`src/design/sa_pkg.sv`:
```
package sa_pkg;

    // ####################
    // array geometry
    // ####################
    localparam int sa_n = 3;                     // matrix side and array side
    localparam int sa_idx_w = 2;                 // row / column index

    // ####################
    // datapath widths
    // ####################
    localparam int sa_in_w = 8;                  // unsigned operands
    localparam int sa_out_w = 20;                // three 16 bit products, no overflow
    localparam int sa_cnt_w = $clog2(sa_n * sa_n + 1); // results per frame

    // run controller
    typedef enum logic [1:0] {
        st_idle   = 2'd0,
        st_feed   = 2'd1,                        // one A column + one B row per cycle
        st_finish = 2'd2,                        // cal_done with zero lanes
        st_drain  = 2'd3                         // wait for the last result
    } sa_state_e;

endpackage

```
`src/design/sa_feed_if.sv`:
```
interface sa_feed_if;

    logic [sa_pkg::sa_n-1:0][sa_pkg::sa_in_w-1:0] row_data; // A lanes, one per array row
    logic [sa_pkg::sa_n-1:0][sa_pkg::sa_in_w-1:0] col_data; // B lanes, one per array column
    logic                                         cal_en;
    logic                                         cal_done;

    // controller side
    modport src (
        output row_data,
        output col_data,
        output cal_en,
        output cal_done
    );

    // skew stage input, taken from the controller side
    modport skew (
        input row_data,
        input col_data,
        input cal_en,
        input cal_done
    );

    modport pe (
        input row_data,
        input col_data,
        input cal_en,
        input cal_done
    );

endinterface

```
`src/design/operand_buf.sv`:
```
module operand_buf (
    input  logic                                         clk,
    input  logic                                         sys_rst,
    input  logic                                         wr,
    input  logic                                         wr_sel,   // 0 = A, 1 = B
    input  logic [sa_pkg::sa_idx_w-1:0]                  wr_row,
    input  logic [sa_pkg::sa_idx_w-1:0]                  wr_col,
    input  logic [sa_pkg::sa_in_w-1:0]                   wr_data,
    input  logic                                         busy,
    input  logic [sa_pkg::sa_idx_w-1:0]                  rd_idx,
    input  logic                                         rd_en,
    output logic [sa_pkg::sa_n-1:0][sa_pkg::sa_in_w-1:0] a_col,
    output logic [sa_pkg::sa_n-1:0][sa_pkg::sa_in_w-1:0] b_row
);

    logic [sa_pkg::sa_in_w-1:0] mem_a [sa_pkg::sa_n][sa_pkg::sa_n]; // [row][col]
    logic [sa_pkg::sa_in_w-1:0] mem_b [sa_pkg::sa_n][sa_pkg::sa_n];
    logic                       wr_ok;

    assign wr_ok = wr && !busy && !sys_rst;     // frozen during a run

    always_ff @(posedge clk) begin
        if (wr_ok && !wr_sel) begin
            mem_a[wr_row][wr_col] <= wr_data;
        end
        if (wr_ok && wr_sel) begin
            mem_b[wr_row][wr_col] <= wr_data;
        end
    end

    // ####################
    // read side
    // ####################
    always_comb begin
        for (int i = 0; i < sa_pkg::sa_n; i++) begin
            if (rd_en) begin
                a_col[i] = mem_a[i][rd_idx];     // lane i gets A[i][k]
                b_row[i] = mem_b[rd_idx][i];     // lane i gets B[k][i]
            end else begin
                a_col[i] = '0;
                b_row[i] = '0;
            end
        end
    end

endmodule

```
`src/design/operand_skew.sv`:
```
module operand_skew (
    input  logic   clk,
    input  logic   sys_rst,
    sa_feed_if.skew in,
    sa_feed_if.src  out
);

    // strobes enter only PE(0,0), so no delay here
    assign out.cal_en   = in.cal_en;
    assign out.cal_done = in.cal_done;

    assign out.row_data[0] = in.row_data[0];
    assign out.col_data[0] = in.col_data[0];

    // ####################
    // lane i gets an i deep shift register
    // ####################
    for (genvar i = 1; i < sa_pkg::sa_n; i++) begin : g_lane
        logic [sa_pkg::sa_in_w-1:0] row_sr [i];
        logic [sa_pkg::sa_in_w-1:0] col_sr [i];

        always_ff @(posedge clk) begin
            if (sys_rst) begin
                for (int k = 0; k < i; k++) begin
                    row_sr[k] <= '0;
                    col_sr[k] <= '0;
                end
            end else begin
                row_sr[0] <= in.row_data[i];
                col_sr[0] <= in.col_data[i];
                for (int k = 1; k < i; k++) begin
                    row_sr[k] <= row_sr[k-1];
                    col_sr[k] <= col_sr[k-1];
                end
            end
        end

        assign out.row_data[i] = row_sr[i-1];
        assign out.col_data[i] = col_sr[i-1];
    end

endmodule

```
`src/design/pe_array.sv`:
```
module pe_array (
    input  logic                                          clk,
    input  logic                                          sys_rst,
    sa_feed_if.pe                                         feed,
    output logic [sa_pkg::sa_n-1:0]                       col_val,
    output logic [sa_pkg::sa_n-1:0][sa_pkg::sa_out_w-1:0] col_data
);

    logic [sa_pkg::sa_in_w-1:0]  west_op  [sa_pkg::sa_n][sa_pkg::sa_n+1]; // last column unused
    logic [sa_pkg::sa_in_w-1:0]  north_op [sa_pkg::sa_n+1][sa_pkg::sa_n];
    logic                        en_in    [sa_pkg::sa_n][sa_pkg::sa_n];
    logic                        done_in  [sa_pkg::sa_n][sa_pkg::sa_n];
    logic                        en_out   [sa_pkg::sa_n][sa_pkg::sa_n];
    logic                        done_out [sa_pkg::sa_n][sa_pkg::sa_n];
    logic                        res_v    [sa_pkg::sa_n+1][sa_pkg::sa_n]; // row n is the tie-off
    logic [sa_pkg::sa_out_w-1:0] res_d    [sa_pkg::sa_n+1][sa_pkg::sa_n];

    // ####################
    // array edges
    // ####################
    for (genvar i = 0; i < sa_pkg::sa_n; i++) begin : g_edge
        assign west_op[i][0]          = feed.row_data[i];
        assign north_op[0][i]         = feed.col_data[i];
        assign res_v[sa_pkg::sa_n][i] = 1'b0;
        assign res_d[sa_pkg::sa_n][i] = '0;
        assign col_val[i]             = res_v[0][i];
        assign col_data[i]            = res_d[0][i];
    end

    for (genvar r = 0; r < sa_pkg::sa_n; r++) begin : g_row
        for (genvar c = 0; c < sa_pkg::sa_n; c++) begin : g_col
            // strobes run down column 0, then east along each row
            if (c > 0) begin : g_from_west
                assign en_in[r][c]   = en_out[r][c-1];
                assign done_in[r][c] = done_out[r][c-1];
            end else if (r > 0) begin : g_from_north
                assign en_in[r][c]   = en_out[r-1][0];
                assign done_in[r][c] = done_out[r-1][0];
            end else begin : g_corner
                assign en_in[r][c]   = feed.cal_en;
                assign done_in[r][c] = feed.cal_done;
            end

            pe_mac i_pe_mac (
                .clk        (clk),
                .sys_rst    (sys_rst),
                .cal_en     (en_in[r][c]),
                .cal_done   (done_in[r][c]),
                .westin     (west_op[r][c]),
                .northin    (north_op[r][c]),
                .din_val    (res_v[r+1][c]),
                .din        (res_d[r+1][c]),
                .n_cal_en   (en_out[r][c]),
                .n_cal_done (done_out[r][c]),
                .eastout    (west_op[r][c+1]),
                .southout   (north_op[r+1][c]),
                .dout_val   (res_v[r][c]),
                .dout       (res_d[r][c])
            );
        end
    end

endmodule

```
`src/design/pe_mac.sv`:
```
module pe_mac (
    input  logic                         clk,
    input  logic                         sys_rst,
    input  logic                         cal_en,
    input  logic                         cal_done,
    input  logic [sa_pkg::sa_in_w-1:0]   westin,
    input  logic [sa_pkg::sa_in_w-1:0]   northin,
    input  logic                         din_val,
    input  logic [sa_pkg::sa_out_w-1:0]  din,
    output logic                         n_cal_en,
    output logic                         n_cal_done,
    output logic [sa_pkg::sa_in_w-1:0]   eastout,
    output logic [sa_pkg::sa_in_w-1:0]   southout,
    output logic                         dout_val,
    output logic [sa_pkg::sa_out_w-1:0]  dout
);

    logic [sa_pkg::sa_out_w-1:0] product;
    logic [sa_pkg::sa_out_w-1:0] partial_sum;

    // ####################
    // strobes and result valid
    // ####################
    always_ff @(posedge clk) begin
        if (sys_rst) begin
            n_cal_en   <= 1'b0;
            n_cal_done <= 1'b0;
            dout_val   <= 1'b0;
        end else begin
            n_cal_en   <= cal_en;
            n_cal_done <= cal_done;
            dout_val   <= cal_done | din_val;        // own sum or one from below
        end
    end

    // ####################
    // multiply accumulate
    // ####################
    always_ff @(posedge clk) begin
        if (cal_en) begin
            product <= sa_pkg::sa_out_w'(westin) * sa_pkg::sa_out_w'(northin);
        end else begin
            product <= '0;
        end

        // product lags one cycle, so the first add takes zero
        if (cal_en && !cal_done) begin
            partial_sum <= partial_sum + product;
        end else begin
            partial_sum <= '0;
        end

        if (cal_done) begin
            dout <= partial_sum + product;           // flush the last product
        end else if (din_val) begin
            dout <= din;                             // pass a result north
        end else begin
            dout <= '0;
        end
    end

    // operand forwarding
    always_ff @(posedge clk) begin
        if (cal_en) begin
            eastout  <= westin;
            southout <= northin;
        end else begin
            eastout  <= '0;
            southout <= '0;
        end
    end

    // the finish strobe must land inside the window of its own run
    a_done_in_window: assert property (@(posedge clk) disable iff (sys_rst)
        cal_done |-> cal_en);

endmodule

```
`src/design/result_collect.sv`:
```
module result_collect (
    input  logic                                          clk,
    input  logic                                          sys_rst,
    input  logic [sa_pkg::sa_n-1:0]                       col_val,
    input  logic [sa_pkg::sa_n-1:0][sa_pkg::sa_out_w-1:0] col_data,
    output logic [sa_pkg::sa_n-1:0]                       res_val,
    output logic [sa_pkg::sa_n-1:0][sa_pkg::sa_idx_w-1:0] res_row,
    output logic [sa_pkg::sa_n-1:0][sa_pkg::sa_out_w-1:0] res_data,
    output logic                                          frame_end
);

    logic [sa_pkg::sa_n-1:0][sa_pkg::sa_idx_w-1:0] row_cnt;  // rows arrive in order 0..n-1
    logic [sa_pkg::sa_cnt_w-1:0]                   total;
    logic [sa_pkg::sa_cnt_w-1:0]                   total_nxt;
    logic                                          last;

    always_comb begin
        total_nxt = total;
        for (int c = 0; c < sa_pkg::sa_n; c++) begin
            total_nxt = total_nxt + sa_pkg::sa_cnt_w'(col_val[c]);
        end
    end

    assign last = (total_nxt == sa_pkg::sa_cnt_w'(sa_pkg::sa_n * sa_pkg::sa_n));

    always_ff @(posedge clk) begin
        if (sys_rst) begin
            res_val   <= '0;
            frame_end <= 1'b0;
            total     <= '0;
            row_cnt   <= '0;
        end else begin
            res_val   <= col_val;
            frame_end <= last;                  // lines up with the final res_val
            total     <= last ? '0 : total_nxt;
            for (int c = 0; c < sa_pkg::sa_n; c++) begin
                if (col_val[c]) begin
                    row_cnt[c] <= (row_cnt[c] == sa_pkg::sa_idx_w'(sa_pkg::sa_n - 1)) ?
                                  '0 : row_cnt[c] + sa_pkg::sa_idx_w'(1);
                end
            end
        end
    end

    always_ff @(posedge clk) begin
        res_data <= col_data;
        res_row  <= row_cnt;                    // tag before the counter steps
    end

    for (genvar c = 0; c < sa_pkg::sa_n; c++) begin : g_chk
        a_row_range: assert property (@(posedge clk) disable iff (sys_rst)
            row_cnt[c] <= sa_pkg::sa_idx_w'(sa_pkg::sa_n - 1));
        // every column has delivered exactly n results when the frame closes
        a_col_complete: assert property (@(posedge clk) disable iff (sys_rst)
            frame_end |-> row_cnt[c] == '0);
    end

endmodule

```
`src/design/sa_ctrl.sv`:
```
module sa_ctrl (
    input  logic                                         clk,
    input  logic                                         sys_rst,
    input  logic                                         start,
    input  logic                                         frame_end,
    input  logic [sa_pkg::sa_n-1:0][sa_pkg::sa_in_w-1:0] a_col,
    input  logic [sa_pkg::sa_n-1:0][sa_pkg::sa_in_w-1:0] b_row,
    output logic                                         busy,
    output logic                                         done,
    output logic [sa_pkg::sa_idx_w-1:0]                  rd_idx,
    output logic                                         rd_en,
    sa_feed_if.src                                       feed
);

    sa_pkg::sa_state_e           state;
    sa_pkg::sa_state_e           state_nxt;
    logic [sa_pkg::sa_idx_w-1:0] cnt;

    always_comb begin
        state_nxt = state;
        case (state)
            sa_pkg::st_idle:   if (start) state_nxt = sa_pkg::st_feed;
            sa_pkg::st_feed: begin
                if (cnt == sa_pkg::sa_idx_w'(sa_pkg::sa_n - 1)) begin
                    state_nxt = sa_pkg::st_finish;
                end
            end
            sa_pkg::st_finish: state_nxt = sa_pkg::st_drain;
            sa_pkg::st_drain:  if (frame_end) state_nxt = sa_pkg::st_idle;
            default:           state_nxt = sa_pkg::st_idle;
        endcase
    end

    always_ff @(posedge clk) begin
        if (sys_rst) begin
            state <= sa_pkg::st_idle;
            cnt   <= '0;
            done  <= 1'b0;
        end else begin
            state <= state_nxt;
            cnt   <= (state == sa_pkg::st_feed) ? cnt + sa_pkg::sa_idx_w'(1) : '0;
            done  <= (state == sa_pkg::st_drain) && frame_end; // cycle after last res_val
        end
    end

    // ####################
    // buffer read and lane drive
    // ####################
    assign busy   = (state != sa_pkg::st_idle);
    assign rd_en  = (state == sa_pkg::st_feed);
    assign rd_idx = cnt;

    assign feed.row_data = a_col;               // buffer returns zeros outside feed
    assign feed.col_data = b_row;
    assign feed.cal_en   = (state == sa_pkg::st_feed) || (state == sa_pkg::st_finish);
    assign feed.cal_done = (state == sa_pkg::st_finish);

    // a start during a run must not open a new feed
    a_start_only_idle: assert property (@(posedge clk) disable iff (sys_rst)
        start && (state != sa_pkg::st_idle) |=>
            !((state == sa_pkg::st_feed) && (cnt == '0)));

    a_drain_hold: assert property (@(posedge clk) disable iff (sys_rst)
        (state == sa_pkg::st_drain) && !frame_end |=> state == sa_pkg::st_drain);

endmodule

```
`src/design/sa_top.sv`:
```
module sa_top (
    input  logic                                          clk,
    input  logic                                          sys_rst,
    input  logic                                          wr,
    input  logic                                          wr_sel,
    input  logic [sa_pkg::sa_idx_w-1:0]                   wr_row,
    input  logic [sa_pkg::sa_idx_w-1:0]                   wr_col,
    input  logic [sa_pkg::sa_in_w-1:0]                    wr_data,
    input  logic                                          start,
    output logic                                          busy,
    output logic                                          done,
    output logic [sa_pkg::sa_n-1:0]                       res_val,
    output logic [sa_pkg::sa_n-1:0][sa_pkg::sa_idx_w-1:0] res_row,
    output logic [sa_pkg::sa_n-1:0][sa_pkg::sa_out_w-1:0] res_data
);

    logic [sa_pkg::sa_n-1:0][sa_pkg::sa_in_w-1:0]  a_col;
    logic [sa_pkg::sa_n-1:0][sa_pkg::sa_in_w-1:0]  b_row;
    logic [sa_pkg::sa_idx_w-1:0]                   rd_idx;
    logic                                          rd_en;
    logic                                          frame_end;
    logic [sa_pkg::sa_n-1:0]                       col_val;
    logic [sa_pkg::sa_n-1:0][sa_pkg::sa_out_w-1:0] col_data;

    sa_feed_if feed_raw ();                     // controller to skew stage
    sa_feed_if feed_skew ();                    // skew stage to array

    operand_buf i_operand_buf (
        .clk     (clk),
        .sys_rst (sys_rst),
        .wr      (wr),
        .wr_sel  (wr_sel),
        .wr_row  (wr_row),
        .wr_col  (wr_col),
        .wr_data (wr_data),
        .busy    (busy),
        .rd_idx  (rd_idx),
        .rd_en   (rd_en),
        .a_col   (a_col),
        .b_row   (b_row)
    );

    sa_ctrl i_sa_ctrl (
        .clk       (clk),
        .sys_rst   (sys_rst),
        .start     (start),
        .frame_end (frame_end),
        .a_col     (a_col),
        .b_row     (b_row),
        .busy      (busy),
        .done      (done),
        .rd_idx    (rd_idx),
        .rd_en     (rd_en),
        .feed      (feed_raw.src)
    );

    operand_skew i_operand_skew (
        .clk     (clk),
        .sys_rst (sys_rst),
        .in      (feed_raw.skew),
        .out     (feed_skew.src)
    );

    pe_array i_pe_array (
        .clk      (clk),
        .sys_rst  (sys_rst),
        .feed     (feed_skew.pe),
        .col_val  (col_val),
        .col_data (col_data)
    );

    result_collect i_result_collect (
        .clk       (clk),
        .sys_rst   (sys_rst),
        .col_val   (col_val),
        .col_data  (col_data),
        .res_val   (res_val),
        .res_row   (res_row),
        .res_data  (res_data),
        .frame_end (frame_end)
    );

endmodule

```
`config.mk`:
```
export PLATFORM = sky130hd
export DESIGN_NAME = sa_top
export DESIGN_NICKNAME = d
export VERILOG_FILES = /design/src/design/sa_pkg.sv /design/src/design/sa_feed_if.sv /design/src/design/operand_buf.sv /design/src/design/operand_skew.sv /design/src/design/pe_array.sv /design/src/design/pe_mac.sv /design/src/design/result_collect.sv /design/src/design/sa_ctrl.sv /design/src/design/sa_top.sv
export SDC_FILE = /design/constraint.sdc
export NUM_CORES = 2
export LEC_CHECK = 0
export BUFFER_PORTS_ARGS = -buffer_cell sky130_fd_sc_hd__buf_2
export CORE_MARGIN = 5
export CORE_UTILIZATION = 55
export DETAILED_ROUTE_END_ITERATION = 8
export GPL_TIMING_DRIVEN = 0
export PLACE_DENSITY = 0.79
export SLEW_MARGIN = 40
export SYNTH_ARGS = -nofsm -noshare
export SYNTH_HDL_FRONTEND = slang
export SYNTH_HIERARCHICAL = 1
export SYNTH_SLANG_ARGS = --single-unit
```
`constraint.sdc`:
```
create_clock -name clk -period 5.73 [get_ports clk]
set_clock_uncertainty 0.1 [all_clocks]
set_input_delay 0.573 -clock clk [delete_from_list [all_inputs] [get_ports clk]]
set_output_delay 0.573 -clock clk [all_outputs]
set_load 0.03 [all_outputs]
```
==> flow_summary.toml <==
[worst_setup_path]
startpoint_type = "flop"
crit_required_ps = 6170
critPathKind = "flop to flop"
critPathLaunch = "i_sa_ctrl/state[1]"
critPathCapture = "i_pe_array/g_row[0].g_col[0].i_pe_mac/product[12]"
r2r_slack_ps = 240
r2r_cells = 21
timing.rr.start = "i_sa_ctrl/state[1]"
crit_path_end_kind = "flop"
r2r-end = "i_pe_array/g_row[0].g_col[0].i_pe_mac/product[12]"
arrival_ps = 5940
path_max_fanout = 10

[outcome]
status = "completed"

[synth]
synth_area_sq_um = 54000
yosysWarnings = 6
syn_avg_cell_area_sq_um = 9.79
synth_cells = 5517

[clock_tree]
ctsRootBufferMaster = "clkbuf_16"
cts.clk_slew.worst_paths_ps = 60
clk_latency_ps = 680
cts_made_buffers = 91
clock_path_buffers = 3
h-tree-depth = 3
cts_sinks = 898
cts_tree = "yes"

[grt]
met1_usage = 0.307
grt_pass1_wl_um = 202000
grt_max_degree = 29
grt.total_usage = 0.237
met3_usage = 0.0283
use_met2 = 0.410
first_global_vias = 39300
antenna_found_initial = 4
grt-ovfl-total = 0
gr-max-usage-layer = "met2"

[drt]
via_per_inst = 5.52
drt_pass1_iterations = 6
vias = 39400
wl_um = 124000
drc = 0
ant_nets = 0
wl_per_cell_um = 17.4
drt_iter0_drc = 2681

[layout]
nNetsFinal = 6596
drive_gt1_frac = 0.0710
area_delta_synth_final_pct = 10.3
final_area_sq_um = 59600
post-route-util = 0.608
fill_cells = 7949

[sta]
max_clock_freq_mhz = 182
report.final.hold_viol_count = 0
finalMaxSlewViolations = 0
finalCriticalPeriod_ps = 5490
min_period_over_period = 0.959
setup_violations = 0
worst_pin_slew_ps = 833
slew_headroom = 0.443

[floorplanning]
die_y_um = 323
initial_core_util = 0.551
rows = 115
die_area_sq_um = 105000
pin_count = 88
die_x_um = 323
core-area_sq_um = 98000

[worst_hold_path]
min_path_cells = 2
hold_path.class = "primary input to flop"
hp-start = "sys_rst"

[placed_design]
dpl.hpwl_um = 95100
routabilityCongestion = 0.933
dpl_cell_area_sq_um = 56400
numPortBuffers = 87

[power_and_ir_drop]
powerDensity_nw_per_um2 = 247
vdd_drop_max_uv = 288
leakage_nw = 27.6

[flow_run]
cap_violations = 0
-- worst max-delay path: stages, from the launching register on --
cell	delay [ps]
dfxtp_2	360
inv_1	90
ha_4	210
buf_4	180
clkbuf_4	180
and2_1	140
buf_4	120
buf_4	170
and2_1	190
fa_1	580
fa_1	460
fa_1	550
inv_1	60
fa_1	520
inv_1	40
ha_2	370
nand2_2	100
o41ai_4	430
buf_4	180
o41ai_2	60
xor2_1	200
nor2_1	60
-- per-layer routing --
metal	wire (um)	share of wire
met4	4520	0.036
met5	13	0.00010
met3	5580	0.045
met2	60100	0.48
met1	53900	0.43
-- placed cells by master (no fill, tap or decap), types with 23 or more instances in the layout --
cell type and count:
dfxtp_1 752, xor2_1 71, nor2b_1 101, a22o_1 117, clkbuf_16 93, and3_1 52
nand2b_1 34, or3_1 31, a21o_1 63, a21oi_1 243, a21boi_0 23, nand3_1 89
buf_4 94, clkbuf_1 109, o21a_1 51, conb_1 69, o21ai_1 38, o21ai_0 178
and2_1 701, fa_1 335, nand4_1 30, nor2_1 246, mux2i_1 67, nor3_1 73
xnor2_1 82, nand2_1 354, buf_2 99, edfxtp_1 144, inv_1 537, ha_1 473
a31oi_1 33, o31ai_1 26, nand3b_1 34
-- metrics by stage --
| stage | instances | TNS (ps) | worst slack (ps) | total power (W) | hold slack (ps) |
|---|---|---|---|---|---|
| 2_1_floorplan | 5585 | 0 | 568 | 0.00805 | 210 |
| 3_3_place_gp | 6959 | -1550 | -570 | 0.00867 | 211 |
| 3_5_place_dp | 6960 | -1710 | -653 | 0.00871 | 212 |
| 4_1_cts | 7127 | 0 | 17.7 | 0.0148 | 131 |
| 5_1_grt | 7129 | -6.07 | -6.07 | 0.0153 | 152 |
| 6_report | 7130 | 0 | 236 | 0.0147 | 164 |
-- area by class of cell --
class / count / area (sq um) / area share
multi-input cells: 3925 / 31700 / 0.532
flip-flops and latches: 898 / 19400 / 0.326
clock buffers: 119 / 2570 / 0.0432
inverters: 540 / 2030 / 0.0340
well taps: 1287 / 1610 / 0.0270
plain buffers: 222 / 1250 / 0.0211
clock inverters: 48 / 561 / 0.00940
repair buffers: 90 / 473 / 0.00793
diodes: 1 / 2.50 / 0.0000420
-- worst min-delay path by stage --
| stage | slack, ps | endpoint |
|---|---|---|
| after global placement | 210 | i_result_collect/res_data[59] |
| after detailed placement | 210 | i_result_collect/res_data[20] |
| after floorplan | 210 | i_result_collect/res_data[0] |
| final | 160 | i_pe_array/g_row[2].g_col[2].i_pe_mac/dout_val |
| after CTS | 130 | i_pe_array/g_row[2].g_col[0].i_pe_mac/n_cal_done |
| after global routing | 150 | i_pe_array/g_row[2].g_col[2].i_pe_mac/dout_val |
-- registers in the layout (all words and copies together), names as in the netlist --
| signal | count |
|---|---|
| i_pe_array/g_row.g_col.i_pe_mac/n_cal_en | 6 |
| i_pe_array/g_row.g_col.i_pe_mac/eastout | 48 |
| i_sa_ctrl/done | 1 |
| i_pe_array/g_row.g_col.i_pe_mac/dout_val | 9 |
| i_pe_array/g_row.g_col.i_pe_mac/dout | 180 |
| i_pe_array/g_row.g_col.i_pe_mac/n_cal_done | 6 |
| i_result_collect/res_data | 60 |
| i_pe_array/g_row.g_col.i_pe_mac/partial_sum | 180 |
| i_result_collect/res_val | 3 |
| i_sa_ctrl/state | 2 |
| i_result_collect/frame_end | 1 |
| i_pe_array/g_row.g_col.i_pe_mac/southout | 48 |
| i_pe_array/g_row.g_col.i_pe_mac/product | 144 |
| i_result_collect/row_cnt | 6 |
| i_sa_ctrl/rd_idx | 2 |
| i_result_collect/total | 4 |
| i_operand_skew/g_lane.col_sr | 24 |
| i_operand_buf/mem_b | 72 |
| i_operand_skew/g_lane.row_sr | 24 |
| i_operand_buf/mem_a | 72 |
| i_result_collect/res_row | 6 |
-- power by group --
| group | internal [W] | total (W) | switching, W |
|---|---|---|---|
| clock | 0.00353 | 0.00609 | 0.00256 |
| combinational | 0.000641 | 0.00181 | 0.00117 |
| sequential | 0.00659 | 0.00682 | 0.000231 |
| total | 0.0108 | 0.0147 | 0.00396 |
-- what timing repair did --
| item | in CTS | in global routing |
|---|---|---|
| hold buffers | 0 | 0 |
| pin swaps | 0 | 2 |
| buffers inserted | 0 | 2 |
| resized for setup | 6 | 17 |
| endpoints found under the setup margin | 6 | 6 |
Power figures use the tool's default switching activity.
